## src/cost_pkg.sv

```systemverilog
package cost_pkg;

    ////////////////////////////////////////////////////////////////////////////
    // arithmetic and geometry
    ////////////////////////////////////////////////////////////////////////////

    typedef logic signed [31:0] data_t;         // all math wraps mod 2^32

    localparam int NUM_COEF = 8;                // u row 0..2, v row 3..5, tu 6, tv 7

    typedef struct packed {
        data_t x;
        data_t y;
        data_t z;
    } point_t;                                  // model point, 96 bits

    typedef struct packed {
        data_t u;
        data_t v;
    } pix_t;                                    // image position, projected or observed

    ////////////////////////////////////////////////////////////////////////////
    // pipeline control
    ////////////////////////////////////////////////////////////////////////////

    typedef struct packed {
        logic       valid;
        logic       first;                      // first point of a run
        logic       last;                       // last point of a run
        logic [7:0] idx;                        // point index
    } tag_t;

    typedef struct packed {
        logic        en;
        logic [11:0] idx;                       // word index inside the target memory
        data_t       data;
    } mem_wr_t;

    typedef enum logic [1:0] {
        SEQ_IDLE,
        SEQ_ISSUE,
        SEQ_DRAIN
    } seq_state_e;

endpackage

```

## src/residual_acc.sv

```systemverilog
`timescale 1ns/1ps

module residual_acc #(
    parameter int NUM_POINTS = 8
) (
    input  logic              clk,
    input  logic              rst,
    input  cost_pkg::mem_wr_t obs_wr,
    input  cost_pkg::pix_t    pix,
    input  cost_pkg::tag_t    tag_in,
    output cost_pkg::data_t   result,
    output logic              result_valid
);

    localparam int OBS_WORDS = 2 * NUM_POINTS;  // u at even, v at odd words
    localparam int OBS_AW    = $clog2(OBS_WORDS);

    cost_pkg::data_t obs_mem [OBS_WORDS];
    cost_pkg::data_t du;
    cost_pkg::data_t dv;
    cost_pkg::data_t sq_q [2];
    cost_pkg::data_t acc;
    cost_pkg::tag_t  tag_q;
    logic            last_q;                    // acc holds the final sum

    always_ff @(posedge clk) begin
        if (obs_wr.en && obs_wr.idx < 12'(OBS_WORDS)) obs_mem[OBS_AW'(obs_wr.idx)] <= obs_wr.data;
    end

    assign du = pix.u - obs_mem[OBS_AW'({tag_in.idx, 1'b0})];
    assign dv = pix.v - obs_mem[OBS_AW'({tag_in.idx, 1'b1})];

    always_ff @(posedge clk) begin              // stage 1, squared residuals
        sq_q[0] <= du * du;
        sq_q[1] <= dv * dv;
    end

    always_ff @(posedge clk) begin              // stage 2, accumulate
        if (tag_q.valid) begin
            if (tag_q.first) acc <= sq_q[0] + sq_q[1];     // new run reloads
            else acc <= acc + sq_q[0] + sq_q[1];
        end
    end

    always_ff @(posedge clk) begin
        if (!rst) begin
            tag_q        <= '0;
            last_q       <= 1'b0;
            result_valid <= 1'b0;
        end else begin
            tag_q        <= tag_in;
            last_q       <= tag_q.valid && tag_q.last;
            result_valid <= last_q;             // one-cycle pulse
        end
    end

    assign result = acc;

endmodule

```

## config.mk

```make
export PLATFORM = sky130hd
export DESIGN_NAME = residual_acc
export DESIGN_NICKNAME = d
export VERILOG_FILES = /design/src/cost_pkg.sv /design/src/residual_acc.sv
export SDC_FILE = /design/constraint.sdc
export NUM_CORES = 2
export LEC_CHECK = 0
export ABC_AREA = 1
export BUFFER_PORTS_ARGS = -buffer_cell sky130_fd_sc_hd__buf_2
export CORE_UTILIZATION = 61
export CTS_CLUSTER_SIZE = 30
export DETAILED_ROUTE_END_ITERATION = 8
export PLACE_DENSITY = 0.87
export RECOVER_POWER = 25
export SYNTH_ARGS = -nofsm -noshare
export SYNTH_HDL_FRONTEND = slang
export SYNTH_SLANG_ARGS = --single-unit
```

## constraint.sdc

```tcl
create_clock -name clk -period 11.89 [get_ports clk]
set_clock_uncertainty 0.05 [all_clocks]
set_input_delay 0.5945 -clock clk [delete_from_list [all_inputs] [get_ports clk]]
set_output_delay 0.5945 -clock clk [all_outputs]
set_load 0.03 [all_outputs]
```

# Word-level counts from Yosys, hierarchy flattened
# Memories as Yosys holds them, arrays and structs flattened.
# Cells that the tools add are included.
dict set report totals {
  latchBits 0
  output_inout_bits 33
  ramBits 576
  wordCells 21
  n_memories 2
  mem_bits_ro 0
  reg_bits 37
  in_bits 122
}
# memory depth word_bits rd rd_clocked_by_memory_dff wr line_no
set mem_list {}
lappend mem_list {obs_mem 16 32 2 0 1 residual_acc.sv:18} ;# cost_pkg::data_t obs_mem [OBS_WORDS];
lappend mem_list {sq_q 2 32 2 0 2 residual_acc.sv:21} ;# cost_pkg::data_t sq_q [2];
dict set report op_classes {
  magnitude_cmp 1
  shift 0
  n_div 0
  n_mul 2
  n_addsub 5
  reduce_logical 2
  eq_ne 0
  mux 3
  bitwise_logic 0
}
# op n
set ops {}
lappend ops {{32-bit adder} 3}
lappend ops {{32-bit by 32-bit multiplier with 32-bit output} 2}
lappend ops {{32-bit subtractor} 2}
lappend ops {{32-bit two-way mux} 1}
lappend ops {{12-bit by 5-bit less-than comparator with 1-bit output (second input constant)} 1}
lappend ops {{1-bit logical AND} 2}
lappend ops {{1-bit two-way mux} 2}

# Logic depth before layout (Yosys ltp)
dict set report logic_depth {
  depth_word 4
  depth_mapped 54
  ltp_nobuf 51
}

# Worst setup path before layout
# Ideal clock, no wire load.
dict set report synth_timing {
  path_type {input -> register}
  from {input tag_in[0] in the netlist's numbering}
  to {memory sq_q[0][61] in the netlist's numbering}
  setup_ps 123
  n_path_buf 5
  t_required_ps 11717
  arrival_ps 9595
  setup_slack_ps 2122
  stages 43
  cell_sequence {clkbuf_1 -> clkbuf_1 -> clkbuf_1 -> clkbuf_1 -> nor2_1 -> o22ai_1 -> nor2_1 -> a31oi_1 -> ha_1 -> inv_1 -> fa_1 -> nand2_1 -> nand2_1 -> and2_1 -> xor2_1 -> inv_1 -> clkbuf_1 -> nor2_1 -> [... 7 more ...] -> inv_1 -> fa_1 -> inv_1 -> fa_1 -> inv_1 -> fa_1 -> fa_1 -> ha_1 -> a21oi_1 -> o21a_1 -> inv_1 -> a21oi_1 -> inv_1 -> a21oi_1 -> o21ai_1 -> a31oi_1 -> o21ai_1 -> xor2_1}
}
# element line_no
set synth_rtl {}
lappend synth_rtl {{from (decl)} residual_acc.sv:10} ;# input cost_pkg::tag_t tag_in,
lappend synth_rtl {{to (decl)} residual_acc.sv:21}

==> flow_metrics.py <==
metrics = {
    "outcome": {
        "status": "finished, final reports clean",
    },
    "clock_network": {
        "post_cts.repair.setup_buffers": 0,
        "cts_sinks": 611,
        "cts_resized": 0,
        "cts_tree": "done",
        "clk_latency_ns": 0.62,
        "clkTransAtPathRegs_ns": 0.07,
        "root_buffer": "clkbuf_16",
        "cts-hold-fix-buffers": 0,
        "htreeDepth": 2,
        "clock_path_buffers": 3,
        "cts_buffers": 57,
    },
    "timing": {
        "period_needed_ns": 10.74,
        "finalSetupViolations": 0,
        "relSlewSlack": 0.162,
        "max_freq_ghz": 0.0931,
        "tightestPinTransition_ns": 1.25,
        "setup_tns_ns": 0,
        "rsz0062_at_grt": "no",
        "fin_crit_sh": 0.903,
        "drv_slew": 0,
        "final-hold-violation-count": 0,
    },
    "floorplanning": {
        "dieHeight_um": 310,
        "row_count": 112,
        "start_util": 0.618,
        "die_w_um": 310,
        "die_area_mm2": 0.0959,
        "core_area_mm2": 0.0935,
        "io-pin-count": 155,
    },
    "setup_path": {
        "crit_arrival_ns": 11.21,
        "worst_path_largest_cell_delay_ns": 0.77,
        "cp-end-kind": "register",
        "r2r_start": "obs_mem[12][1]$_DFFE_PP_",
        "start_kind": "input port",
        "critPathRequiredTime_ns": 12.36,
        "ff2ff_path_depth": 37,
        "worst_r2r_endpoint": "sq_q[0][30]$_DFF_P_",
        "crit_type": "input port to register",
        "r2r_slack_ns": 2.12,
        "endpoint": "sq_q[0][30]$_DFF_P_",
        "crit_path_top_delay_cell": "inv_1",
        "cp_max_fo": 57,
        "worst_setup_path_startpoint": "tag_in[1]",
        "cp_common_cell": "fa_1",
    },
    "logic_synthesis": {
        "synth.cell_area_mm2": 0.0577,
        "synth-seq-cells": 611,
        "syn_inst": 6271,
        "ys.flop_type": "edfxtp_1",
        "yosysWarnings": 0,
        "yosysSeqAreaShare": 0.306,
        "syn_area_per_cell_um2": 9.21,
        "muxShareOfSynthArea": 0.000195,
        "synth_edf_count": 544,
        "synth_cell_types": 49,
        "synth-simple-area-share": 0.142,
        "synthAdderAreaFrac": 0.356,
        "synth_xor_xnor_area_share": 0.0206,
        "synth_compound_area_frac": 0.0788,
        "async_reset_ff_frac": 0,
        "synth_top_family_by_area": "adder cells",
    },
    "finish": {
        "drive_gt1_frac": 0.0543,
        "most-common-layout-cells": "inv_1 (1297), nand2_1 (971), nor2_1 (785)",
        "finalNetCount": 7699,
        "final_cell_count_no_fill": 7704,
        "layout.cells.most_common": "inv_1",
        "syn_to_final_growth_pct": 7.57,
    },
    "global_route": {
        "grt_max_degree": 106,
        "antenna_found_initial": 8,
        "overflow": 0,
        "grt_pass1_wl_um": 239000,
        "grt_usage": 0.324,
        "grt_pass1_vias": 45900,
    },
    "drt": {
        "drt-total-wl_um": 153000,
        "antenna_left": 0,
        "drc": 0,
        "via_per_inst": 5.75,
        "avgRoutedWirePerCell_um": 19.8,
        "firstDrtPassIters": 7,
        "vias": 44300,
        "initialDrtViolationCount": 4844,
    },
    "placement": {
        "dp_hpwl_um": 116000,
        "place_inst": 7594,
        "portBuffers": 149,
        "gp_congestion": 0.993,
    },
    "run": {
        "cap_violations": 0,
    },
    "hold_path": {
        "hold_path.class": "input port to register",
    },
}
## synthesized netlist by cell type, types with 51 or more instances
master    instances  area [µm²]
ha_1            407        5090
edfxtp_1        544       16300
xor2_1           72         631
nand3_1         179         896
nor2_1          801        3010
clkbuf_1        153         574
o21ai_0         399        2000
dfxtp_1          67        1340
inv_1          1299        4880
fa_1            771       15400
o221ai_1         65         569
nand2_1         971        3640
o22ai_1          65         407
xnor2_1          51         447
a21oi_1         199         996
## stage by stage
stage / utilization / cell area, µm² / worst slack [ns] / hold WS, ns
3_3_place_gp: 0.644 / 60200 / 1.08 / 0.346
4_1_cts: 0.665 / 62100 / 1.40 / 0.0793
3_5_place_dp: 0.644 / 60200 / 0.766 / 0.355
6_report: 0.664 / 62100 / 1.15 / 0.0953
2_1_floorplan: - / 57700 / 2.12 / 0.336
5_1_grt: 0.664 / 62100 / 0.635 / 0.0966
## critical path, delay by kind of cell
| kind | cells | cell delay [ns] |
|---|---|---|
| fa+ha+maj | 10 | 4.66 |
| buf+inv | 11 | 2.79 |
| simple gates | 12 | 1.50 |
| compound gates | 6 | 1.32 |
| xor+xnor | 2 | 0.29 |
## layer usage
metal / global-route usage / wire length (µm) / vias up
met4: 0.160 / 8000 / 10
met1: 0.411 / 56500 / 21400
li1: - / - / 20000
met5: 0 / 55 / -
met2: 0.545 / 74400 / 2391
met3: 0.0502 / 13800 / 461
## flip-flops by register name, summed over array words and instances (netlist names)
register,count
result_valid,1
sq_q,62
last_q,1
result,32
obs_mem,512
tag_q,3
## cells by family after synthesis
logic type | after synthesis
AOI/OAI and AO/OA | 811
xor gates and xnor gates | 130
adders and majority gates | 1178
buffers and inverters | 1484
DFF | 611
muxes | 1
other | 2
and+or+nand+nor | 2054
## how the worst min path moves through the flow
stage / startpoint / end / slack, ns / cells past startpoint
2_1_floorplan: last_q$_SDFF_PN0_ / result_valid$_SDFF_PN0_ / 0.34 / 2
3_3_place_gp: last_q$_SDFF_PN0_ / result_valid$_SDFF_PN0_ / 0.35 / 2
3_5_place_dp: last_q$_SDFF_PN0_ / result_valid$_SDFF_PN0_ / 0.36 / 2
4_1_cts: tag_in[10] / tag_q[10]$_SDFF_PN0_ / 0.08 / 3
5_1_grt: tag_in[8] / tag_q[8]$_SDFF_PN0_ / 0.1 / 3
6_report: tag_in[10] / tag_q[10]$_SDFF_PN0_ / 0.1 / 3
## area by class of cell
class,instances,area (µm²)
tap,1254,1570
clock inverter,43,440
clock buffer,64,1450
antenna,3,7.51
timing repair buffer,234,1400
fill,6856,31400
multi-input combinational,4177,34600
sequential,611,17700
inverter,1318,4950
Power is left out: the tool's default activity adds up to more than one toggle a clock period on the data nets, which glitch-free logic cannot reach.
