$ cat config.mk
export PLATFORM = sky130hd
export DESIGN_NAME = cost_seq
export DESIGN_NICKNAME = d
export VERILOG_FILES = /design/src/cost_pkg.sv /design/src/cost_seq.sv
export SDC_FILE = /design/constraint.sdc
export NUM_CORES = 1
export LEC_CHECK = 0
export BUFFER_PORTS_ARGS = -buffer_cell sky130_fd_sc_hd__clkbuf_2
export CORE_AREA = 5 5 42 44
export CTS_BUF_LIST = sky130_fd_sc_hd__clkbuf_2 sky130_fd_sc_hd__clkbuf_4 sky130_fd_sc_hd__clkbuf_8
export CTS_CLUSTER_DIAMETER = 100
export DETAILED_ROUTE_END_ITERATION = 8
export DIE_AREA = 0 0 47 49
export GPL_TIMING_DRIVEN = 1
export PLACE_DENSITY_LB_ADDON = 0.2
export SYNTH_ARGS = -nofsm -noshare
export SYNTH_HDL_FRONTEND = slang
export SYNTH_SLANG_ARGS = --single-unit
export TNS_END_PERCENT = 50
$ cat constraint.sdc
create_clock -name clk -period 1.4 [get_ports clk]
set_input_delay 0.28 -clock clk [delete_from_list [all_inputs] [get_ports clk]]
set_output_delay 0.28 -clock clk [all_outputs]
set_load 0.01 [all_outputs]
$ cat src/cost_pkg.sv
package cost_pkg;

    ////////////////////////////////////////////////////////////////////////////
    // arithmetic and geometry
    ////////////////////////////////////////////////////////////////////////////

    typedef logic signed [31:0] data_t;         // all math wraps mod 2^32

    localparam int NUM_COEF = 8;                // u row 0..2, v row 3..5, tu 6, tv 7

    typedef struct packed {
        data_t x;
        data_t y;
        data_t z;
    } point_t;                                  // model point, 96 bits

    typedef struct packed {
        data_t u;
        data_t v;
    } pix_t;                                    // image position, projected or observed

    ////////////////////////////////////////////////////////////////////////////
    // pipeline control
    ////////////////////////////////////////////////////////////////////////////

    typedef struct packed {
        logic       valid;
        logic       first;                      // first point of a run
        logic       last;                       // last point of a run
        logic [7:0] idx;                        // point index
    } tag_t;

    typedef struct packed {
        logic        en;
        logic [11:0] idx;                       // word index inside the target memory
        data_t       data;
    } mem_wr_t;

    typedef enum logic [1:0] {
        SEQ_IDLE,
        SEQ_ISSUE,
        SEQ_DRAIN
    } seq_state_e;

endpackage

$ cat src/cost_seq.sv
`timescale 1ns/1ps

module cost_seq #(
    parameter int NUM_POINTS = 8
) (
    input  logic           clk,
    input  logic           rst,
    input  logic           start,
    input  logic           result_valid,
    output logic           busy,
    output cost_pkg::tag_t seq_tag
);

    cost_pkg::seq_state_e state;
    logic [7:0]           cnt;                  // point being issued

    always_ff @(posedge clk) begin
        if (!rst) begin
            state <= cost_pkg::SEQ_IDLE;
            cnt   <= '0;
        end else begin
            case (state)
                cost_pkg::SEQ_IDLE: begin
                    cnt <= '0;
                    if (start) state <= cost_pkg::SEQ_ISSUE;
                end
                cost_pkg::SEQ_ISSUE: begin
                    cnt <= cnt + 8'd1;          // one point per cycle
                    if (cnt == 8'(NUM_POINTS - 1)) state <= cost_pkg::SEQ_DRAIN;
                end
                cost_pkg::SEQ_DRAIN: begin
                    if (result_valid) state <= cost_pkg::SEQ_IDLE;  // pipeline empty
                end
                default: state <= cost_pkg::SEQ_IDLE;
            endcase
        end
    end

    // tag is decoded straight from state and counter
    always_comb begin
        seq_tag.valid = state == cost_pkg::SEQ_ISSUE;
        seq_tag.first = cnt == 8'd0;
        seq_tag.last  = cnt == 8'(NUM_POINTS - 1);
        seq_tag.idx   = cnt;
    end

    assign busy = state != cost_pkg::SEQ_IDLE;

endmodule

### Word level (Yosys, flattened, before mapping)

Index checks and enable logic that the tools add are counted.
Widths: inputs -> output; s select.

* register bits after elaboration: 10
* latch bits: 0
* memory bits (writable): 0
* ROM bits: 0
* input port bits: 4
* output and inout port bits: 12
* memories: 0

* $add $sub $neg: 1
* multiply operators: 0
* divide/modulo/power cells: 0
* $lt $le $gt $ge: 0
* eq/ne operators: 6
* shifts and indexed selects: 0
* muxes and demuxes: 5
* bitwise gates (word level): 0
* reduce and logical (&&, ||, !) cells: 5

Operator list (number)
* $pmux 8 s2: 1
* $add 8x1->8 const B: 1
* $eq 8x3->1 const B: 1
* $logic_not 8->1: 1
* $mux 2: 3
* $ne 2x2->1 const B: 3
* $pmux 2 s3: 1
* $reduce_bool 2->1: 2
* $reduce_and 3->1: 1
* $eq 2x1->1 const B: 1
* $eq 2x2->1 const B: 1
* $logic_not 2->1: 1

### Depth between registers and ports, before layout

Gate-level depths: netlist (run 1).

* depth in word-level cells: 3
* mapped depth: 4
* gate-level depth less buffers: 4

### Least setup slack after synthesis (run 1)

No wires, ideal clock.

* path type: reg2reg
* from: reg cnt[0]
* to: reg cnt[6]
* setup time: 0.067 ns
* data arrival time: 1.353 ns
* data required time: 1.333 ns
* setup slack: -0.020 ns
* stages on the path, launching flop included: 5
* buffers on the path: 0
* clock period less this slack: 1.420 ns
* path through: dfxtp_1 ha_1 nand2_2 or4_4 a21oi_2

* cells in the longest elaborated chain, start to end: 2

Ends and longest elaborated chain
* start, declared: RTL line cost_seq.sv:15 `logic [7:0] cnt;`
* start signal, assigned: RTL line cost_seq.sv:28 `cnt <= cnt + 8'd1;`
* $add 8x1->8: RTL line cost_seq.sv:28
* $pmux 8 s2: RTL line cost_seq.sv:22 `case (state)`

Every way passes these cells.
A chain may end at the register's enable or synchronous reset.

==> metrics.md, run 1 <==
| Metric | Value |
|---|---|
| Final setup violation count | 2 |
| Iter 0 DRT Violations | 5 |
| Post-CTS Setup Bufs | 0 |
| Largest net degree at the start of global routing | 8 |
| Highest metal used | met4 |
| Post-synth net total | 60 |
| Async SR Flop Fraction | 0% |
| PwrDens | 726 nW/um^2 |
| DR pass1 iterations | 2 |
| Wire length per cell | approximately 12 um |
| Failing checks | setup timing |
| Layout Area Growth over Synthesis | 43.9% |
| Crit path max fanout | 2 |
| Number of buffers inserted by port buffering | 15 |
| Yosys cell types | 27 |
| Post-DRT Antenna Nets | 0 |
| Slew HR | 74.0% |
| CTS H-tree lvls | 1 |
| HP Class | input pin to flop |
| Maximum VDD drop | between 0.4 and 0.5 mV |
| Root buf cell | clkbuf_4 |
| Hold Buf Count CTS | 0 |
| Largest cells by area after synthesis | dfxtp_1, xor2_1, ha_1, nor2b_1, nor2_1 |
| Startpoint Class | flop |
| Top-count cell post-synth | dfxtp_1 |
| Fmax | 592 MHz |
| Die Width | ~47 um |
| Fin area | 722 um^2 |
| Status | complete, but fails checks |
| Fin. Hold Viols | 0 |
| Worst Path Arrival | 1.41 ns |
| Area after DPL | 667 um^2 |
| Leak | roughly 0.00034 uW |
| Vias in the first global route | 460 |
| RSZ-0062 raised after global routing | yes |
| Met3 wire length | 67 um |
| Mapped Cells | 54 |
| Synth Cell Area | 502 um^2 |
| Initial core utilization | 35.8% |
| Synthesized area per cell | 9.29 um^2 |
| # clock sinks | 10 |
| Endpoint type of the worst setup path | primary output |
| Number of remaining DRC errors | 0 |
| Top cells by count, synth | dfxtp_1, nor2_1, nor2b_1 |
| Via count | 473 |
| Placed cells | 93 |
| Final-stage net count | a little under 90 |
| Clock Path Buffers | 2 |
| Share of layout cells above drive strength 1 | 48.8% |
| Post-synth EDFFs | 0 |
| Final Power | ~520 uW |
| Measured slew at the worst slew-check pin | approximately 0.39 ns |
| Clock latency at the later pin of the worst-skew pair | 0.26 ns |
| Antenna fix cells | 0 |
| Initial antenna violation count | 0 |
| Grt ovf | 0 |
| Worst EP required | 1.12 ns |
| Wire length on met1 | between 500 and 600 um |
| First-pass GRT wire length | 1.95 mm |
| IO Count | 16 |
| CORE AREA | 1400 um^2 |
| Final worst clock skew | 0.00383 ns |
| Kind of critical path | flop to primary output |
| Setup WS post-layout | -0.290 ns |
| Fin. max-slew vios | 0 |
| DP Worst Slack | -0.0399 ns |
| Total track usage | 11.6% |
| Routed WL | between 1 and 1.5 mm |
| Largest area contributor in the netlist | dfxtp_1 |
| DIE HEIGHT | 49 um |
| Met2 wire len | roughly 560 um |
| Yosys warns | 0 |
| Finished Layout Cells | 96 |
| Top-area cell type share of the netlist area | 39.9% |
| DP HPWL | 894 um |
| Seq cells post-synth | 10 |
| DIE AREA | ~2300 um^2 |
| RePlAce Congestion | 0.708 |
| TritonCTS Buffers | 3 |
| Post-synth top flop | dfxtp_1 |
| Max-Cap Viols | 0 |
| Crit share post-route | 121% |
| Sequential cell area fraction in the yosys report | 39.9% |
| Row count | 14 |
| Routed vias/inst | between 4 and 5 |
| Worst-path clk slew | roughly 0.06 ns |
| CTS tree | yes |
| Tmin final | 1.69 ns |
==> final timing paths <==
path	slack, ns	startpoint	cells after the start	end
setup / recovery	-0.29	cnt[7]$_SDFFE_PN0P_	4	seq_tag[9]
hold / removal	0.29	start	3	state[0]$_SDFFE_PN0P_
setup reg to reg	0.07	cnt[4]$_SDFFE_PN0P_	3	cnt[6]$_SDFFE_PN0P_
hold reg to reg	0.51	state[0]$_SDFFE_PN0P_	1	state[0]$_SDFFE_PN0P_
==> layout by cell type (no fill, tap or decap), drive strengths merged, types with 2 or more instances in the layout <==
master	Yosys	routed
a21oi	4	4
o21ai	3	3
nand4b	2	2
nand2	3	3
clkbuf	0	16
nor2	5	5
ha	2	2
or3	3	3
inv	2	2
buf	1	11
xor2	3	3
dfxtp	10	10
nor2b	4	4
==> registers in the layout, summed over array words and instances, names as in the netlist <==
register and count:
state 2, cnt 8
==> worst max-delay path, cell delays in order (launching register included) <==
cell and delay, ns:
dfxtp_1 0.31, or3_4 0.41, nor3_4 0.13, and3b_2 0.21
buf_6 0.10
==> routing by layer <==
metal,vias to the layer above,track usage (%)
met4,0,6.91
met1,211,13.7
met3,2,3.32
met2,12,17.6
li1,248,-
met5,-,0
==> area by class of cell <==
cell class | count | area (um^2)
repair buffers | 24 | 149
fillers | 136 | 679
flip-flops and latches | 10 | 203
clock buffers | 3 | 22.5
multi-input cells | 41 | 320
inverters | 2 | 7.51
well taps | 16 | 20.0
==> cells by family after synthesis <==
kind of cell / count (synthesis) / share of synthesized area, %
AOI/OAI and AO/OA: 10 / 12.7
xor gates and xnor gates: 4 / 6.98
adders and majority gates: 2 / 4.99
buffers and inverters: 3 / 2.49
DFF: 10 / 39.9
and+or+nand+nor: 25 / 32.9
==> repair_timing <==
| action | 4_1_cts | 5_1_grt |
|---|---|---|
| resized for setup | 2 | 7 |
| endpoints found under the hold margin | 0 | 0 |
| cloned | 0 | 0 |
| setup endpoints to repair | 3 | 4 |
| pin swaps | 0 | 2 |
==> report_power, final <==
part	switching, uW	internal [uW]	leakage [uW]
sequential	3.89	289	0.0000820
combinational	22.3	22.8	0.000239
clock	87.6	98.8	0.0000138
total	114	411	0.000335
==> stage by stage <==
step	utilization (%)	hold slack (ns)	setup TNS, ns
after floorplan	-	0.408	-0.00240
after global placement	47.6	0.491	-0.0791
after detailed placement	47.6	0.495	-0.0733
after CTS	49.6	0.289	-0.593
after global routing	51.5	0.325	-0.591
final	51.5	0.289	-0.481
Note: power is estimated with default switching activity, not from simulation.
==> run 2: changes to the inputs <==
--- a/config.mk
+++ b/config.mk
@@ -5,6 +5,7 @@
 export SDC_FILE = /design/constraint.sdc
 export NUM_CORES = 1
 export LEC_CHECK = 0
+export ABC_AREA = 1
 export BUFFER_PORTS_ARGS = -buffer_cell sky130_fd_sc_hd__clkbuf_2
 export CORE_AREA = 5 5 42 44
 export CTS_BUF_LIST = sky130_fd_sc_hd__clkbuf_2 sky130_fd_sc_hd__clkbuf_4 sky130_fd_sc_hd__clkbuf_8
==> metrics.md, run 2 <==
| Metric | Value |
|---|---|
| Clock Path Buffers | 2 |
| # clock sinks | 10 |
| Setup Total Neg Slack | 0 ns |
| Crit share post-route | 99.9% |
| Crit path max fanout | 4 |
| Filler cells | 158 |
| Final worst clock skew | between 0.0004 and 0.0005 ns |
| Slowest CP cell | dfxtp_4 |
| Iter 0 DRT Violations | 8 |
| Post-synth EDFFs | 0 |
| Final-stage net count | 105 |
| Fmax | 715 MHz |
| Row count | 14 |
| Critical path's largest stage delay | 0.38 ns |
| Layout Area Growth over Synthesis | 44.1% |
| Top cells by count, synth | nor2_1, nand2_1, dfxtp_1, inv_1, a21oi_1 |
| Top-count cell post-synth | nor2_1 |
| Largest reg by FF count | cnt |
| Worst path cell trace | ha_4, nand3_4, nor2_4, buf_6 |
| Clock latency at the later pin of the worst-skew pair | ~0.25 ns |
| Die Width | about 47 um |
| Hold Buf Count CTS | 0 |
| Kind of critical path | flop to primary output |
| Mapped Cells | 74 |
| DR pass1 iterations | 4 |
| Finished Core Util | between 50% and 60% |
| Largest net degree at the start of global routing | 7 |
| PwrDens | 795 nW/um^2 |
| Top-area cell type share of the netlist area | roughly two fifths |
| Slew HR | between 80% and 90% |
| Share of layout cells above drive strength 1 | around 46% |
| Yosys warns | 0 |
| Endpoint type of the worst setup path | primary output |
| Synthesized area per cell | 6.93 um^2 |
| Async SR Flop Fraction | 0% |
| Wire length per cell | roughly 11 um |
| IO Count | 16 |
| Total track usage | 11.6% |
| Maximum VDD drop | around 0.42 mV |
| Post-synth top flop | dfxtp_1 |
| Post-synth net total | 80 |
| Post-DRT Antenna Nets | 0 |
| Routed WL | 1.20 mm |
| TritonCTS Buffers | 3 |
| Biggest regs | cnt: 8 flops, state: 2 flops |
| Yosys cell types | 15 |
| Grt ovf | 0 |
| Worst-path clk slew | 0.06 ns |
| Routed vias/inst | roughly 4.7 |
| Number of buffers inserted by port buffering | 15 |
| Tmin final | 1.40 ns |
| Most frequent cells in the layout | nor2_1, nand2_1, clkbuf_2 |
| Number of flip-flops under the largest register name | 8 |
| Sequential cell area fraction in the yosys report | 39.0% |
| Fin. max-slew vios | 0 |
| DIE AREA | 2300 um^2 |
| DP HPWL | 890 um |
| Antenna fix cells | 0 |
| Synth Cell Area | between 500 and 600 um^2 |
| HP Class | input pin to flop |
| Max-Cap Viols | 0 |
| Final setup violation count | 0 |
| Largest cells by area after synthesis | dfxtp_1, nor2_1, nand2_1, a21oi_1, inv_1 |
| Vias in the first global route | 469 |
| Via count | 534 |
| RePlAce Congestion | 0.839 |
| Number of remaining DRC errors | 0 |
| Top Family by Delay on Critical Path | flip-flops |
| Root buf cell | clkbuf_4 |
| Status | finished, final reports clean |
| CTS tree | yes |
| CTS H-tree lvls | 1 |
| Measured slew at the worst slew-check pin | 0.257 ns |
| Fin. Hold Viols | 0 |
| First-pass GRT wire length | approximately 2 mm |
| RSZ-0062 raised after global routing | yes |
| Worst path bufs/invs | 1 |
| Initial antenna violation count | 0 |
| Worst EP required | 1.12 ns |
| Largest area contributor in the netlist | dfxtp_1 |
| DIE HEIGHT | a little under 50 um |
| Worst Path Arrival | about 1.1 ns |
| Leak | roughly 0.0003 uW |
| Initial core utilization | between 30% and 40% |
| Seq cells post-synth | 10 |
| Startpoint Class | flop |
| CORE AREA | between 1000 and 1500 um^2 |
## run 2: final cells by class
type | instances | area (um^2) | share of cell area (%)
clock buffer | 3 | 22.5 | 3.05
timing repair buffer | 20 | 119 | 16.1
multi-input combinational | 54 | 330 | 44.7
sequential | 10 | 210 | 28.4
tap | 16 | 20.0 | 2.71
inverter | 10 | 37.5 | 5.08
## run 2: kinds of logic (layout without fill, tap and decap cells)
| logic type | count (synthesis) | in the layout | synth area share (%) |
|---|---|---|---|
| DFF | 10 | 10 | 39.0 |
| buffers and inverters | 10 | 33 | 7.32 |
| adders and majority gates | 2 | 2 | 4.88 |
| and+or+nand+nor | 40 | 40 | 36.1 |
| AOI/OAI and AO/OA | 12 | 12 | 12.7 |
## run 2: path summary, 6_finish.rpt
path              slack (ns)               endpoint                start  cells after the start
setup reg to reg        0.25    cnt[6]$_SDFFE_PN0P_  cnt[1]$_SDFFE_PN0P_                      7
hold reg to reg         0.49    cnt[6]$_SDFFE_PN0P_  cnt[6]$_SDFFE_PN0P_                      2
hold / removal          0.28  state[1]$_SDFFE_PN0P_         result_valid                      4
setup / recovery      0.0008             seq_tag[8]  cnt[1]$_SDFFE_PN0P_                      4
## run 2: worst reg2reg max path: stages (launching register included)
cell and delay, ns:
dfxtp_4 0.38, ha_4 0.15, buf_4 0.11, nand2_1 0.07, nor2_2 0.18, nand2_1 0.07, nand2_1 0.06, nor2_1 0.04
## run 2: metrics by stage
stage               instance area (um^2)  worst slack (ns)  std cells  hold slack (ns)  total power, uW
detailed placement                   608            0.0830        105            0.518              391
global route                         739           -0.0555        113            0.299              631
finish                               739          0.000848        113            0.280              588
CTS                                  683          -0.00256        111            0.272              589
global placement                     608             0.124        105            0.505              390
floorplan                            513             0.169         74            0.427              363
## run 2: per-layer routing
metal / wire (um) / global-route usage (%)
met3: 71 / 3.32
met5: 0 / 0
met1: 543 / 15.0
met4: 0 / 4.15
met2: 586 / 17.6
## run 2: report_power, final
group / switching [uW] / leakage, uW / internal [uW]
registers: 12.7 / 0.0000836 / 292
clock network: 88.9 / 0.0000138 / 98.9
logic: 52.9 / 0.000209 / 42.7
total: 155 / 0.000306 / 434
## run 2: what timing repair did
action,in CTS,in global routing
buffers inserted,3,2
endpoints found under the setup margin,2,2
pin swaps,3,4
resized for setup,10,12
==> run 3: changes to the inputs <==
==> constraint.sdc (replaced) <==
create_clock -name clk -period 1.2 [get_ports clk]
set_input_delay 0.24 -clock clk [delete_from_list [all_inputs] [get_ports clk]]
set_output_delay 0.24 -clock clk [all_outputs]
set_load 0.01 [all_outputs]
==> metrics.md, run 3 (synthesis gave the netlist of run 2 again) <==
| Metric | Value |
|---|---|
| Tmin final | about 1.4 ns |
| DIE HEIGHT | 49 um |
| Setup WS post-layout | -0.203 ns |
| Vias in the first global route | 542 |
| Crit path max fanout | 2 |
| DIE AREA | 2300 um^2 |
| Initial core utilization | 36.6% |
| RePlAce Congestion | 0.766 |
| Final Power | roughly 740 uW |
| Fin. max-slew vios | 0 |
| Clock latency at the later pin of the worst-skew pair | 0.27 ns |
| First-pass GRT wire length | 2.25 mm |
| Area after DPL | roughly 660 um^2 |
| PwrDens | 925 nW/um^2 |
| Startpoint Class | flop |
| Layout Area Growth over Synthesis | 56.6% |
| Final setup violation count | 4 |
| Fin area | 803 um^2 |
| Total track usage | 13.6% |
| Via count | 589 |
| DR pass1 iterations | 4 |
| Post-DRT Antenna Nets | 0 |
| Filler cells | approximately 140 |
| RSZ-0062 raised after global routing | yes |
| Finished Layout Cells | 120 |
| CTS H-tree lvls | 1 |
| Worst Path Arrival | 1.16 ns |
| Crit share post-route | 117% |
| Hold Slack | 0.210 ns |
| Measured slew at the worst slew-check pin | 0.198 ns |
| Initial antenna violation count | 0 |
| Placed cells | 112 |
| Root buf cell | clkbuf_4 |
| Fmax | 713 MHz |
| # clock sinks | 10 |
| Number of buffers inserted by port buffering | 15 |
| DP HPWL | 949 um |
| CORE AREA | about 1400 um^2 |
| HP Class | input pin to flop |
| Maximum VDD drop | 0.556 mV |
| Kind of critical path | flop to primary output |
| Antenna fix cells | 0 |
| Most frequent cells in the layout | nor2_1, nand2_1, clkbuf_2 |
| Reg2reg setup slack | 0.01 ns |
| IO Count | 16 |
| Routed vias/inst | 4.91 |
| Status | complete, but fails checks |
| Share of layout cells above drive strength 1 | 50.0% |
| Wire length per cell | 11.4 um |
| Row count | 14 |
| Worst-path clk slew | ~0.060 ns |
| Clock Path Buffers | 2 |
| Final worst clock skew | ~0.00094 ns |
| Max-Cap Viols | 0 |
| Grt ovf | 0 |
| Endpoint type of the worst setup path | primary output |
| Number of remaining DRC errors | 0 |
| CTS tree | yes |
| Routed WL | around 1.4 mm |
| Largest reg by FF count | cnt |
| Finished Core Util | 57.3% |
| Die Width | 47 um |
| Fin. Hold Viols | 0 |
| Leak | between 0.0003 and 0.0004 uW |
| Failing checks | setup timing |
| Largest net degree at the start of global routing | 7 |
| Hold Buf Count CTS | 0 |
| TritonCTS Buffers | 3 |
| Final-stage net count | 112 |
| Number of flip-flops under the largest register name | 8 |
| Iter 0 DRT Violations | 12 |
| Worst EP required | 0.96 ns |
| Biggest regs | cnt: 8 flops, state: 2 flops |
| Slew HR | 86.8% |
[run 3: where the power goes]
part           leakage (uW)  internal [uW]  total, uW  switching (uW)
registers         0.0000836            342        357            15.8
clock network     0.0000138            117        241             124
logic              0.000249           72.9        145            72.0
total              0.000347            531        743             212
[run 3: final timing paths]
path	from	end	cells past startpoint
worst min register to register	cnt[7]$_SDFFE_PN0P_	cnt[7]$_SDFFE_PN0P_	2
worst max register to register	cnt[1]$_SDFFE_PN0P_	cnt[7]$_SDFFE_PN0P_	7
worst min-delay path	start	state[0]$_SDFFE_PN0P_	3
worst max-delay path	cnt[1]$_SDFFE_PN0P_	seq_tag[9]	6
[run 3: worst max-delay path, cell delays in order, from the launching register on]
cell and delay, ns:
dfxtp_2 0.34, buf_6 0.12, inv_4 0.05, ha_4 0.11, nand3_2 0.07, nor2_2 0.07, buf_2 0.12
[run 3: layer usage]
metal | routed length [um] | vias to the layer above | part of all wire, % | track usage (%)
met5 | 0 | - | 0 | 0
met3 | 75 | 5 | 5.5 | 3.32
met4 | 44 | 0 | 3.2 | 9.68
met1 | 544 | 268 | 40 | 15.9
li1 | - | 296 | - | -
met2 | 702 | 20 | 51 | 20.6
[run 3: area by class of cell]
type | instances | area (um^2) | share of cell area (%)
flip-flops and latches | 10 | 213 | 26.5
repair buffers | 27 | 175 | 21.8
multi-input cells | 54 | 333 | 41.4
clock buffers | 3 | 22.5 | 2.80
inverters | 10 | 40.0 | 4.98
well taps | 16 | 20.0 | 2.49
[run 3: per-stage QoR]
step / setup WS [ns] / setup TNS, ns
2_1_floorplan: 0.00867 / 0
3_3_place_gp: 0.0449 / 0
3_5_place_dp: 0.0180 / 0
4_1_cts: -0.186 / -0.543
5_1_grt: -0.270 / -0.840
6_report: -0.203 / -0.451
[run 3: timing repair]
action | 4_1_cts | 5_1_grt
pin swaps | 3 | 4
buffers inserted | 2 | 3
setup endpoints to repair | 4 | 9
gates resized for setup | 12 | 15
