### config.mk
export PLATFORM = sky130hd
export DESIGN_NAME = cost_axil_regs
export DESIGN_NICKNAME = d
export VERILOG_FILES = /design/src/axil_pkg.sv /design/src/cost_pkg.sv /design/src/cost_axil_regs.sv
export SDC_FILE = /design/constraint.sdc
export NUM_CORES = 1
export LEC_CHECK = 0
export BUFFER_PORTS_ARGS = -buffer_cell sky130_fd_sc_hd__buf_2
export CELL_PAD_IN_SITES_DETAIL_PLACEMENT = 1
export CELL_PAD_IN_SITES_GLOBAL_PLACEMENT = 2
export CORE_AREA = 2 2 242 244
export DETAILED_ROUTE_END_ITERATION = 12
export DIE_AREA = 0 0 244 246
export PLACE_DENSITY_LB_ADDON = 0.12
export SLEW_MARGIN = 20
export SYNTH_ARGS = -nofsm -noshare
export SYNTH_HDL_FRONTEND = slang
export SYNTH_SLANG_ARGS = --single-unit
### constraint.sdc
create_clock -name clk -period 14.11 [get_ports clk]
set_clock_uncertainty 0.2 [all_clocks]
set_input_delay 2.822 -clock clk [delete_from_list [all_inputs] [get_ports clk]]
set_output_delay 2.822 -clock clk [all_outputs]
set_load 0.01 [all_outputs]
### src/axil_pkg.sv
package axil_pkg;

    typedef enum logic [1:0] {
        RESP_OKAY   = 2'b00,
        RESP_SLVERR = 2'b10
    } resp_e;

    typedef struct packed {
        logic        valid;
        logic [11:0] addr;
    } aw_t;

    typedef struct packed {
        logic        valid;
        logic [31:0] data;                      // no strobes, full words only
    } w_t;

    typedef struct packed {
        logic  valid;
        resp_e resp;
    } b_t;

    typedef struct packed {
        logic        valid;
        logic [11:0] addr;
    } ar_t;

    typedef struct packed {
        logic        valid;
        logic [31:0] data;
        resp_e       resp;
    } r_t;

    ////////////////////////////////////////////////////////////////////////////
    // register map, byte addresses
    ////////////////////////////////////////////////////////////////////////////

    typedef enum logic [2:0] {
        REG_CTRL,
        REG_STATUS,
        REG_RESULT,
        REG_COEF,
        REG_ID,
        REG_BASIS,
        REG_OBS,
        REG_NONE
    } region_e;

    localparam logic [11:0] CTRL_ADDR   = 12'h000;  // bit 0 starts a run
    localparam logic [11:0] STATUS_ADDR = 12'h004;  // bit 0 busy, bit 1 done
    localparam logic [11:0] RESULT_ADDR = 12'h008;
    localparam logic [11:0] COEF_BASE   = 12'h040;
    localparam logic [11:0] ID_BASE     = 12'h080;
    localparam logic [11:0] BASIS_BASE  = 12'h400;
    localparam logic [11:0] OBS_BASE    = 12'h800;

endpackage

### src/cost_pkg.sv
package cost_pkg;

    ////////////////////////////////////////////////////////////////////////////
    // arithmetic and geometry
    ////////////////////////////////////////////////////////////////////////////

    typedef logic signed [31:0] data_t;         // all math wraps mod 2^32

    localparam int NUM_COEF = 8;                // u row 0..2, v row 3..5, tu 6, tv 7

    typedef struct packed {
        data_t x;
        data_t y;
        data_t z;
    } point_t;                                  // model point, 96 bits

    typedef struct packed {
        data_t u;
        data_t v;
    } pix_t;                                    // image position, projected or observed

    ////////////////////////////////////////////////////////////////////////////
    // pipeline control
    ////////////////////////////////////////////////////////////////////////////

    typedef struct packed {
        logic       valid;
        logic       first;                      // first point of a run
        logic       last;                       // last point of a run
        logic [7:0] idx;                        // point index
    } tag_t;

    typedef struct packed {
        logic        en;
        logic [11:0] idx;                       // word index inside the target memory
        data_t       data;
    } mem_wr_t;

    typedef enum logic [1:0] {
        SEQ_IDLE,
        SEQ_ISSUE,
        SEQ_DRAIN
    } seq_state_e;

endpackage

### src/cost_axil_regs.sv
`timescale 1ns/1ps

module cost_axil_regs #(
    parameter int NUM_ELEMENTS = 4,
    parameter int NUM_POINTS   = 8
) (
    input  logic              clk,
    input  logic              rst,
    input  axil_pkg::aw_t     aw,
    output logic              awready,
    input  axil_pkg::w_t      w,
    output logic              wready,
    output axil_pkg::b_t      b,
    input  logic              bready,
    input  axil_pkg::ar_t     ar,
    output logic              arready,
    output axil_pkg::r_t      r,
    input  logic              rready,
    input  logic              busy,
    input  cost_pkg::data_t   result,
    input  logic              result_valid,
    output logic              start,
    output cost_pkg::mem_wr_t basis_wr,
    output cost_pkg::mem_wr_t obs_wr,
    output cost_pkg::data_t   coef [cost_pkg::NUM_COEF],
    output cost_pkg::data_t   id   [NUM_ELEMENTS]
);

    localparam int COEF_AW = $clog2(cost_pkg::NUM_COEF);
    localparam int ID_AW   = (NUM_ELEMENTS > 1) ? $clog2(NUM_ELEMENTS) : 1;

    axil_pkg::region_e wr_rg;
    axil_pkg::region_e rd_rg;
    logic [11:0]       wr_off;
    logic [11:0]       rd_off;
    logic              wr_fire;
    logic              wr_prot;
    logic              wr_ok;
    logic              rd_fire;
    logic              done_q;
    cost_pkg::data_t   result_q;
    logic [31:0]       rd_data;

    function automatic axil_pkg::region_e decode(input logic [11:0] addr);
        logic [11:0] a;
        a = {addr[11:2], 2'b00};                // byte lanes ignored
        if (a == axil_pkg::CTRL_ADDR) return axil_pkg::REG_CTRL;
        if (a == axil_pkg::STATUS_ADDR) return axil_pkg::REG_STATUS;
        if (a == axil_pkg::RESULT_ADDR) return axil_pkg::REG_RESULT;
        if (a >= axil_pkg::COEF_BASE && a < axil_pkg::COEF_BASE + 12'(4 * cost_pkg::NUM_COEF))
            return axil_pkg::REG_COEF;
        if (a >= axil_pkg::ID_BASE && a < axil_pkg::ID_BASE + 12'(4 * NUM_ELEMENTS))
            return axil_pkg::REG_ID;
        if (a >= axil_pkg::BASIS_BASE &&
            a < axil_pkg::BASIS_BASE + 12'(12 * NUM_POINTS * NUM_ELEMENTS))
            return axil_pkg::REG_BASIS;         // 3 coords x points x elements
        if (a >= axil_pkg::OBS_BASE && a < axil_pkg::OBS_BASE + 12'(8 * NUM_POINTS))
            return axil_pkg::REG_OBS;           // u,v per point
        return axil_pkg::REG_NONE;
    endfunction

    function automatic logic [11:0] word_off(input axil_pkg::region_e rg, input logic [11:0] addr);
        logic [11:0] base;
        case (rg)
            axil_pkg::REG_COEF:  base = axil_pkg::COEF_BASE;
            axil_pkg::REG_ID:    base = axil_pkg::ID_BASE;
            axil_pkg::REG_BASIS: base = axil_pkg::BASIS_BASE;
            axil_pkg::REG_OBS:   base = axil_pkg::OBS_BASE;
            default:             base = '0;
        endcase
        return (addr - base) >> 2;
    endfunction

    ////////////////////////////////////////////////////////////////////////////
    // write path
    ////////////////////////////////////////////////////////////////////////////

    always_comb begin
        wr_rg   = decode(aw.addr);
        wr_off  = word_off(wr_rg, aw.addr);
        rd_rg   = decode(ar.addr);
        rd_off  = word_off(rd_rg, ar.addr);
        wr_fire = aw.valid && w.valid && !b.valid;         // aw and w taken together
        wr_prot = busy && wr_rg inside {axil_pkg::REG_CTRL, axil_pkg::REG_COEF,
                                        axil_pkg::REG_ID, axil_pkg::REG_BASIS,
                                        axil_pkg::REG_OBS};
        wr_ok   = wr_fire && wr_rg != axil_pkg::REG_NONE && !wr_prot;
        rd_fire = ar.valid && !r.valid;
    end

    assign awready  = wr_fire;
    assign wready   = wr_fire;
    assign arready  = !r.valid;                // held response blocks next read
    assign start    = wr_ok && wr_rg == axil_pkg::REG_CTRL && w.data[0];
    assign basis_wr = '{en: wr_ok && wr_rg == axil_pkg::REG_BASIS, idx: wr_off, data: w.data};
    assign obs_wr   = '{en: wr_ok && wr_rg == axil_pkg::REG_OBS, idx: wr_off, data: w.data};

    always_ff @(posedge clk) begin
        if (wr_ok && wr_rg == axil_pkg::REG_COEF) coef[wr_off[COEF_AW-1:0]] <= w.data;
        if (wr_ok && wr_rg == axil_pkg::REG_ID) id[wr_off[ID_AW-1:0]] <= w.data;
    end

    always_ff @(posedge clk) begin
        if (!rst) begin
            b.valid <= 1'b0;
        end else if (wr_fire) begin
            b.valid <= 1'b1;
            if (wr_rg == axil_pkg::REG_NONE || wr_prot) begin
                b.resp <= axil_pkg::RESP_SLVERR;    // unmapped or locked while busy
            end else begin
                b.resp <= axil_pkg::RESP_OKAY;
            end
        end else if (bready) begin
            b.valid <= 1'b0;
        end
    end

    ////////////////////////////////////////////////////////////////////////////
    // status, result and read path
    ////////////////////////////////////////////////////////////////////////////

    always_ff @(posedge clk) begin
        if (!rst) begin
            done_q   <= 1'b0;
            result_q <= '0;
        end else begin
            if (start) done_q <= 1'b0;
            else if (result_valid) done_q <= 1'b1;
            if (result_valid) result_q <= result;   // keep last run's cost
        end
    end

    always_comb begin
        case (rd_rg)
            axil_pkg::REG_STATUS: rd_data = {30'd0, done_q, busy};
            axil_pkg::REG_RESULT: rd_data = result_q;
            axil_pkg::REG_COEF:   rd_data = coef[rd_off[COEF_AW-1:0]];
            axil_pkg::REG_ID:     rd_data = id[rd_off[ID_AW-1:0]];
            default:              rd_data = '0;    // ctrl, memories, unmapped
        endcase
    end

    always_ff @(posedge clk) begin
        if (!rst) begin
            r.valid <= 1'b0;
        end else if (rd_fire) begin
            r.valid <= 1'b1;
            r.data  <= rd_data;
            if (rd_rg == axil_pkg::REG_NONE) r.resp <= axil_pkg::RESP_SLVERR;
            else r.resp <= axil_pkg::RESP_OKAY;
        end else if (rready) begin
            r.valid <= 1'b0;
        end
    end

endmodule

Word-level counts from Yosys, hierarchy flattened:

Cells that the tools add are included.
Widths: inputs -> output; s select.

* add/subtract/negate cells: 2
* multiply operators: 0
* divide/modulo/power cells: 0
* order comparisons: 22
* equal/unequal tests: 15
* shift-type cells: 0
* multiplexer cells: 110
* bitwise gates (word level): 5
* reduce and logical (&&, ||, !) cells: 35

Operator list (count)
* $bwmux 256: 1
* $mux 32: 6
* $bwmux 128: 1
* $pmux 32 s4: 1
* $mux 3: 34
* $bmux 32 s3: 1
* $demux 32 s3: 1
* $bmux 32 s2: 1
* $demux 32 s2: 1
* $mux 1: 60
* $pmux 12 s4: 1
* $ge 12x11->1 const B: 2
* $ge 12x12->1 const B: 2
* $ge 12x7->1 const B: 2
* $ge 12x8->1 const B: 2
* $lt 12x11->1 const B: 2
* $lt 12x12->1 const B: 2
* $lt 12x7->1 const B: 2
* $lt 12x8->1 const B: 2
* $logic_and 1x1->1: 22
* $eq 10x1->1 const B: 2
* $eq 10x2->1 const B: 2
* $logic_not 10->1: 2
* $eq 3x3->1 const B: 6
* other kinds (20): 31

* bits in registers: 455
* latch bits: 0
* RAM bits: 0
* bits in read-only memories: 0
* input bits: 97
* output and inout bits: 516
* memories: 0

Logic depth before layout (Yosys ltp):

Gate-level depths: netlist of run 1.

* depth in word-level cells: 39
* depth in mapped cells: 8

Worst setup path after synthesis of run 1:

OpenSTA, ideal clock, no wires.

* kind: in2out
* start: input port aw[11] (netlist bit)
* end: output port obs_wr[41] (netlist bit)
* arrival time: 4.844 ns
* slack: 6.244 ns
* cell stages on the path: 8
* path buffers: 1
* cells stage by stage: nor4_1 -> nand4b_1 -> ha_1 -> nor2b_1 -> or4_1 -> a21oi_1 -> xnor2_1 -> buf_4

RTL lines
* start: declaration: line cost_axil_regs.sv:9 `input axil_pkg::aw_t aw,`
* end: declaration: line cost_axil_regs.sv:24 `output cost_pkg::mem_wr_t obs_wr,`

==> flow_summary.json, run 1 <==
{
  "run_status": "complete, no violations",
  "regToRegEndpoint": "coef[205]",
  "postCtsHoldBufs": 0,
  "period_minus_slack_ns": 8.180,
  "p_clk_share_pct": 43.7,
  "clkTransAtPathRegs_ns": 0.05,
  "maxCapViolations": 0,
  "p_per_area_mw_per_mm2": 126.0,
  "syn2layout_area_growth_pct": 27.47,
  "mostFrequentLayoutCells": "599 x buf_2, 418 x edfxtp_1, 93 x mux4_2, 71 x nor2_1, 69 x mux2i_1",
  "drcViolationCount": 0,
  "dpl.hpwl_um": 44820,
  "crit_slowest_cell": "nor4_1",
  "grt_pass1_vias": 11595,
  "postCtsSetupBuffers": 0,
  "yosysWarnings": 0,
  "cp.arrival_ns": 5.16,
  "period_share_pct": 57.97,
  "tns_ns": 0,
  "comb_power_share_pct": 5.2,
  "worst_pin_slew_ns": 0.9984,
  "die-area_sq_mm": 0.06002,
  "cts_max_path_buffers": 3,
  "die_x_um": 244,
  "crit_type": "primary input to output pin",
  "rows": 88,
  "wl_um": 65940,
  "crit_family": "simple AND/OR/NAND/NOR gates",
  "port_buffers": 602,
  "grt_usage_pct": 21.42,
  "power_switching_share_pct": 21.62,
  "cts_tree": "done",
  "cts_buffers": 51,
  "p_leak_nw": 8.735,
  "worst-path-buf-inv": 2,
  "ctsResizeCount": 0,
  "worstHoldPathType": "register to register",
  "io_pins": 613,
  "fp.coreArea_sq_mm": 0.05737,
  "nNetsFinal": 1599,
  "start_util_pct": 31.46,
  "grt_first_pass_wirelength_um": 90810,
  "critPathMostFrequentCell": "buf_2",
  "async_flop_share_pct": 0,
  "fin_ws_ns": 5.930,
  "route.vias.total": 10994,
  "p_seq_share_pct": 51.0,
  "syn_inst": 945,
  "clk_latency_ns": 0.58,
  "grt.overflow.total": 0,
  "ant_nets": 0,
  "dr.pass1.iters": 4,
  "clock_sinks": 453,
  "cp.required_ns": 11.09,
  "finalSetupViolCount": 0,
  "gp_congestion": 0.7901,
  "cp_max_fo": 6,
  "drive_gt1_share_pct": 51.95,
  "grt_max_degree": 52,
  "wl_per_cell_um": 28.61,
  "pre_cts_slack_ns": 5.929,
  "r2r-start": "b[2]",
  "slew_violations": 0,
  "synth-seq-cells": 453,
  "r2r_cells": 5,
  "reg2reg_slack_ns": 11.04,
  "irDropWorstVdd_mv": 0.09297,
  "hold_viol": 0,
  "relSlewSlack_pct": 33.44,
  "p_int_mw": 2.273,
  "viasPerCell": 4.770,
  "antenna_found_initial": 6,
  "synth_area_sq_mm": 0.01805,
  "startpoint_type": "primary input",
  "cp_slowest_stage_delay_ns": 0.47,
  "seq_area_frac_synth_pct": 73.43,
  "max_freq_mhz": 122.2,
  "initialDrtViolationCount": 650,
  "cp-startpoint": "aw[8]",
  "cp-end-kind": "output pin",
  "final_common_cell": "buf_2",
  "crit_end": "basis_wr[41]",
  "cp_num_cells": 9,
  "yosys_most_used_dff": "edfxtp_1",
  "crit_chain": "buf_2, nor4_1, nand4b_1, ha_1, nor2b_1, or4_1, a21oi_1, xnor2_1, buf_2",
  "dieHeight_um": 246,
  "avgSynthCellArea_sq_um": 19.10,
  "cts_root_buf": "clkbuf_16",
  "synth_edf_count": 418,
  "rsz0062_at_grt": "false",
  "hp-start": "r[34]",
  "htree_levels": 2,
  "p_switching_mw": 0.6270,
  "ys_types": 43
}
-- worst min path at each step --
stage                     cells after the start  slack (ns)           to
after floorplan                               2        0.26  result_q[0]
after detailed placement                      1        0.28        r[34]
after global routing                          1        0.33        r[34]
after global placement                        2        0.27  result_q[4]
after CTS                                     1        0.29        r[34]
final                                         1        0.29        r[34]
-- layout make-up --
cell class | count | area (sq um)
fill | 5870 | 34360
sequential | 453 | 13250
multi-input combinational | 358 | 4006
timing repair buffer | 625 | 3197
clock buffer | 70 | 1348
tap | 765 | 957.2
clock inverter | 23 | 205.2
inverter | 9 | 33.78
antenna | 2 | 5.005
-- layer usage --
layer / GRT usage (%) / share of wire [%]
met3: 6.253 / 6.9
met4: 5.057 / 2.0
met5: 0 / 0.077
met1: 26.37 / 40
met2: 37.10 / 51
-- synthesized netlist by cell type (4+ instances only) --
cell type | instances | area [sq um]
nand2b_1 | 5 | 31.28
nand2_1 | 14 | 52.55
edfxtp_1 | 418 | 12550
nand3b_1 | 5 | 37.54
nand3_1 | 4 | 20.02
a221o_1 | 30 | 300.3
mux2i_1 | 69 | 690.7
dfxtp_1 | 35 | 700.7
inv_1 | 7 | 26.28
o21ai_0 | 4 | 20.02
nor3_1 | 6 | 30.03
mux4_2 | 93 | 2095
buf_6 | 4 | 45.04
buf_4 | 85 | 638.1
buf_2 | 19 | 95.09
clkbuf_1 | 19 | 71.32
nor4_1 | 4 | 25.02
a21oi_1 | 4 | 20.02
nor2_1 | 80 | 300.3
-- through the flow --
stage | hold slack (ns) | cell area (sq um) | total power [mW] | instances | utilization [%]
final | 0.2918 | 23000 | 2.900 | 2305 | 40.10
after global routing | 0.3314 | 23000 | 2.988 | 2304 | 40.10
after CTS | 0.2944 | 23000 | 2.933 | 2303 | 40.09
after detailed placement | 0.2823 | 21450 | 1.664 | 2210 | 37.39
after global placement | 0.2745 | 21450 | 1.662 | 2210 | 37.39
after floorplan | 0.2607 | 18070 | 1.606 | 950 | -
-- cells by family (layout without fill, tap and decap cells) --
logic type	count (synthesis)	count (layout)	share of synthesized area, %
other	1	8	0.02078
and+or+nand+nor	131	131	3.272
muxes	162	162	15.43
buffers and inverters	139	727	4.957
DFF	453	453	73.43
adders and majority gates	4	4	0.3189
xor gates and xnor gates	3	3	0.1456
AOI/OAI and AO/OA	52	52	2.420
-- state kept, by name, summed over array words and instances, names as in the netlist --
signal / cells
b: 2
coef: 256
done_q: 1
id: 128
r: 34
result_q: 32
-- worst reg2reg max path: stages, from the launching register on --
cell and delay (ns):
dfxtp_1 0.32, nand3b_1 0.30, nor2_1 0.25, nand3b_1 0.34, nor2_4 0.75, buf_4 0.53
-- power groups by stage --
stage	logic [mW]	clock network (mW)	registers (mW)
after floorplan	0.0949	0	1.51
after global placement	0.154	0	1.51
after detailed placement	0.156	0	1.51
after CTS	0.156	1.30	1.48
after global routing	0.166	1.34	1.48
final	0.152	1.27	1.48
(Power assumes the default switching activity.)
==> run 2, diff against run 1 <==
Settings changed: CORE_AREA 2 2 242 244 to 2 2 237 239, DIE_AREA 0 0 244 246 to 0 0 239 241.
Clock period 14.11 ns to 8 ns, I/O delays scaled along.
==> flow_summary.json, run 2 (synthesis gave the netlist of run 1 again) <==
{
  "run_status": "complete, no violations",
  "viasPerCell": 4.998,
  "rsz0062_at_grt": "false",
  "drive_gt1_share_pct": 52.22,
  "cts_buffers": 49,
  "postCtsSetupBuffers": 0,
  "postCtsHoldBufs": 0,
  "initialDrtViolationCount": 667,
  "comb_power_share_pct": 5.3,
  "hold_viol": 0,
  "design_area_sq_mm": 0.02291,
  "slew_violations": 0,
  "ant_nets": 0,
  "worst_pin_slew_ns": 1.109,
  "cp.arrival_ns": 3.99,
  "gp_congestion": 0.7951,
  "drcViolationCount": 0,
  "p_per_area_mw_per_mm2": 220.9,
  "die_x_um": 239,
  "antenna_found_initial": 10,
  "p_seq_share_pct": 51.6,
  "grt_first_pass_wirelength_um": 90310,
  "dp_cells": 2146,
  "cp.required_ns": 6.20,
  "clkTransAtPathRegs_ns": 0.06,
  "syn2layout_area_growth_pct": 26.92,
  "wl_um": 65640,
  "period_minus_slack_ns": 5.792,
  "dr.pass1.iters": 4,
  "dpl.hpwl_um": 44100,
  "cp-end-kind": "output pin",
  "nNetsFinal": 1594,
  "die-area_sq_mm": 0.05760,
  "htree_levels": 2,
  "wl_per_cell_um": 29.33,
  "holdWs_ns": 0.2803,
  "route.vias.total": 11186,
  "crit_slowest_cell": "nor4_1",
  "crit_chain": "buf_2, nor4_1, nand4b_1, ha_1, nor2b_1, or4_1, a21oi_1, xnor2_1, buf_2",
  "clk_latency_ns": 0.58,
  "register_area_sq_mm": 0.01325,
  "startpoint_type": "primary input",
  "fin_cells": 2238,
  "grt_max_degree": 68,
  "power_switching_share_pct": 21.85,
  "placed_cell_area_sq_mm": 0.02137,
  "ctsResizeCount": 0,
  "max_freq_mhz": 172.7,
  "cp_max_fo": 6,
  "final_common_cell": "buf_2",
  "p_clk_share_pct": 43.1,
  "port_buffers": 602,
  "fp.coreArea_sq_mm": 0.05488,
  "clock_sinks": 453,
  "p_leak_nw": 8.723,
  "crit_type": "primary input to output pin",
  "critPathMostFrequentCell": "buf_2",
  "grt_usage_pct": 22.34,
  "cts_root_buf": "clkbuf_16",
  "start_util_pct": 32.89,
  "tns_ns": 0,
  "largest_reg_flops": 256,
  "multi_input_area_sq_mm": 0.004006,
  "grt_pass1_vias": 11782,
  "relSlewSlack_pct": 26.10,
  "p_switching_mw": 1.106,
  "fill_cells": 5575,
  "finalSetupViolCount": 0,
  "irDropWorstVdd_mv": 0.1701,
  "p_int_mw": 3.955,
  "period_share_pct": 72.40,
  "mostFrequentLayoutCells": "599 x buf_2, 418 x edfxtp_1, 93 x mux4_2, 71 x nor2_1, 69 x mux2i_1",
  "grt.overflow.total": 0,
  "rows": 86,
  "worst-path-buf-inv": 2,
  "cts_tree": "done",
  "crit_family": "simple AND/OR/NAND/NOR gates",
  "maxCapViolations": 0,
  "worstHoldPathType": "register to register",
  "cts_max_path_buffers": 3,
  "io_pins": 613,
  "dieHeight_um": 241,
  "cp_slowest_stage_delay_ns": 0.53
}
[run 2: power groups by stage]
stage          Sequential (mW)  Combinational [mW]  Clock (mW)
2_1_floorplan             2.66               0.167           0
3_3_place_gp              2.66               0.273           0
3_5_place_dp              2.66               0.276           0
4_1_cts                   2.61               0.277        2.24
5_1_grt                   2.61               0.295        2.32
6_report                  2.61               0.270        2.18
[run 2: worst register-to-register path: stages (launching register included)]
cell,delay [ns]
dfxtp_1,0.31
nand3b_1,0.29
nor2_1,0.24
nand3_1,0.35
nor2_4,0.67
buf_4,0.53
[run 2: metrics by stage]
step | utilization (%) | power, mW | setup WS [ns]
2_1_floorplan | - | 2.832 | 2.578
3_3_place_gp | 38.95 | 2.932 | 2.214
3_5_place_dp | 38.95 | 2.936 | 2.232
4_1_cts | 41.73 | 5.122 | 2.224
5_1_grt | 41.73 | 5.225 | 2.051
6_report | 41.74 | 5.061 | 2.208
[run 2: path summary, 6_finish.rpt]
path,end,from,cells past startpoint,slack (ns)
min,b[2],b[2],2,0.28
max,basis_wr[41],aw[8],9,2.21
min reg2reg,b[2],b[2],2,0.28
max reg2reg,coef[33],b[2],5,5.03
[run 2: area by class of cell]
type	instances	area share [%]
antenna	2	0.02185
sequential	453	57.86
timing repair buffer	622	13.97
inverter	9	0.1475
tap	704	3.846
clock inverter	17	0.5244
clock buffer	73	6.145
multi-input combinational	358	17.49
[run 2: layer usage]
layer	vias to the layer above	track usage, %	routed length (um)
met5	-	0	73
met4	14	6.136	1436
met3	86	6.451	4813
met2	427	38.63	33460
met1	5860	27.35	25860
li1	4799	-	-
==> run 3, diff against run 2 <==
Settings changed: CORE_AREA 2 2 237 239 to not set, CORE_ASPECT_RATIO set to 1.4, CORE_MARGIN set to 2, CORE_UTILIZATION set to 32, DIE_AREA 0 0 239 241 to not set.
Clock period 8 ns to 4.8 ns, I/O delays scaled along.
==> flow_summary.json, run 3 (synthesis gave the netlist of run 1 again) <==
{
  "run_status": "complete, no violations",
  "cp_max_fo": 6,
  "irDropWorstVdd_mv": 0.3091,
  "cp-end-kind": "output pin",
  "port_buffers": 602,
  "cp.required_ns": 3.64,
  "maxCapViolations": 0,
  "fin_ws_ns": 0.4956,
  "start_util_pct": 32.19,
  "htree_levels": 2,
  "grt_pass1_vias": 11994,
  "route.vias.total": 11173,
  "power_switching_share_pct": 21.63,
  "fill_cells": 5745,
  "p_switching_mw": 1.801,
  "relSlewSlack_pct": 33.38,
  "mostFrequentLayoutCells": "599 x buf_2, 418 x edfxtp_1, 93 x mux4_2, 71 x nor2_1, 69 x mux2i_1",
  "ctsResizeCount": 0,
  "worst_pin_slew_ns": 0.9993,
  "io_pins": 613,
  "p_clk_share_pct": 42.3,
  "period_share_pct": 89.67,
  "clock_sinks": 453,
  "postCtsSetupBuffers": 0,
  "wl_per_cell_um": 28.87,
  "comb_power_share_pct": 5.5,
  "cts_buffers": 46,
  "dpl.hpwl_um": 44760,
  "final_common_cell": "buf_2",
  "postCtsHoldBufs": 0,
  "viasPerCell": 4.924,
  "p_per_area_mw_per_mm2": 362.8,
  "grt_max_degree": 40,
  "period_minus_slack_ns": 4.304,
  "drcViolationCount": 0,
  "cts_root_buf": "clkbuf_16",
  "max_freq_mhz": 232.3,
  "initialDrtViolationCount": 474,
  "slew_violations": 0,
  "dr.pass1.iters": 4,
  "syn2layout_area_growth_pct": 27.17,
  "die_x_um": 204.7,
  "startpoint_type": "primary input",
  "hold_viol": 0,
  "p_seq_share_pct": 52.2,
  "cts_max_path_buffers": 3,
  "tns_ns": 0,
  "largest_reg_flops": 256,
  "cp.arrival_ns": 3.14,
  "dieHeight_um": 285.0,
  "die-area_sq_mm": 0.05834,
  "antenna_found_initial": 5,
  "grt.overflow.total": 0,
  "nNetsFinal": 1598,
  "grt_usage_pct": 22.11,
  "p_leak_nw": 8.716,
  "p_int_mw": 6.526,
  "grt_first_pass_wirelength_um": 91140,
  "wl_um": 65510,
  "gp_congestion": 0.7792,
  "crit_type": "primary input to output pin",
  "drive_gt1_share_pct": 52.19,
  "rsz0062_at_grt": "false",
  "worstHoldPathType": "register to register",
  "finalSetupViolCount": 0,
  "clkTransAtPathRegs_ns": 0.06,
  "fp.coreArea_sq_mm": 0.05606,
  "rows": 103,
  "cts_tree": "done",
  "ant_nets": 0,
  "clk_latency_ns": 0.58,
  "pre_cts_slack_ns": 0.4567
}
==> run 3: layout make-up <==
type | count | area, sq um | share of cell area (%)
sequential | 453 | 13250 | 57.74
clock inverter | 18 | 197.7 | 0.8614
timing repair buffer | 629 | 3302 | 14.39
multi-input combinational | 358 | 4006 | 17.46
tap | 735 | 919.6 | 4.007
clock buffer | 66 | 1236 | 5.386
inverter | 9 | 33.78 | 0.1472
antenna | 1 | 2.502 | 0.01090
==> run 3: power by group through the flow <==
stage / registers (mW) / logic [mW] / clock network, mW
finish: 4.35 / 0.456 / 3.52
floorplan: 4.44 / 0.279 / 0
CTS: 4.35 / 0.469 / 3.61
global route: 4.35 / 0.498 / 3.74
detailed placement: 4.43 / 0.468 / 0
global placement: 4.43 / 0.463 / 0
==> run 3: path summary, 6_finish.rpt <==
path,slack [ns],from,to,depth (start not counted)
max,0.50,aw[8],obs_wr[41],9
min,0.29,b[2],b[2],2
max reg2reg,2.10,b[2],coef[245],5
min reg2reg,0.29,b[2],b[2],2
==> run 3: worst max-delay path, stage by stage <==
cell	delay, ns
buf_2	0.14
nor4_1	0.37
nand4b_1	0.24
ha_1	0.33
nor2b_1	0.14
or4_1	0.42
a21oi_1	0.20
xnor2_1	0.17
buf_2	0.17
==> run 3: metal layers <==
layer / share of wire (%) / wire (um) / track usage, %
met1: 37 / 24430 / 25.26
met4: 2.8 / 1866 / 6.812
met3: 7.5 / 4918 / 6.309
met5: 0.052 / 34 / 0
met2: 52 / 34270 / 39.65
==> run 3: through the flow <==
step / hold slack, ns / util [%] / instance area, sq um / instances / total power, mW
after global placement: 0.2770 / 38.38 / 21510 / 2184 / 4.896
after floorplan: 0.2607 / - / 18070 / 950 / 4.720
after detailed placement: 0.2887 / 38.38 / 21510 / 2184 / 4.902
final: 0.2944 / 40.94 / 22950 / 2269 / 8.327
after CTS: 0.3020 / 40.94 / 22950 / 2268 / 8.424
after global routing: 0.3292 / 40.94 / 22950 / 2268 / 8.586
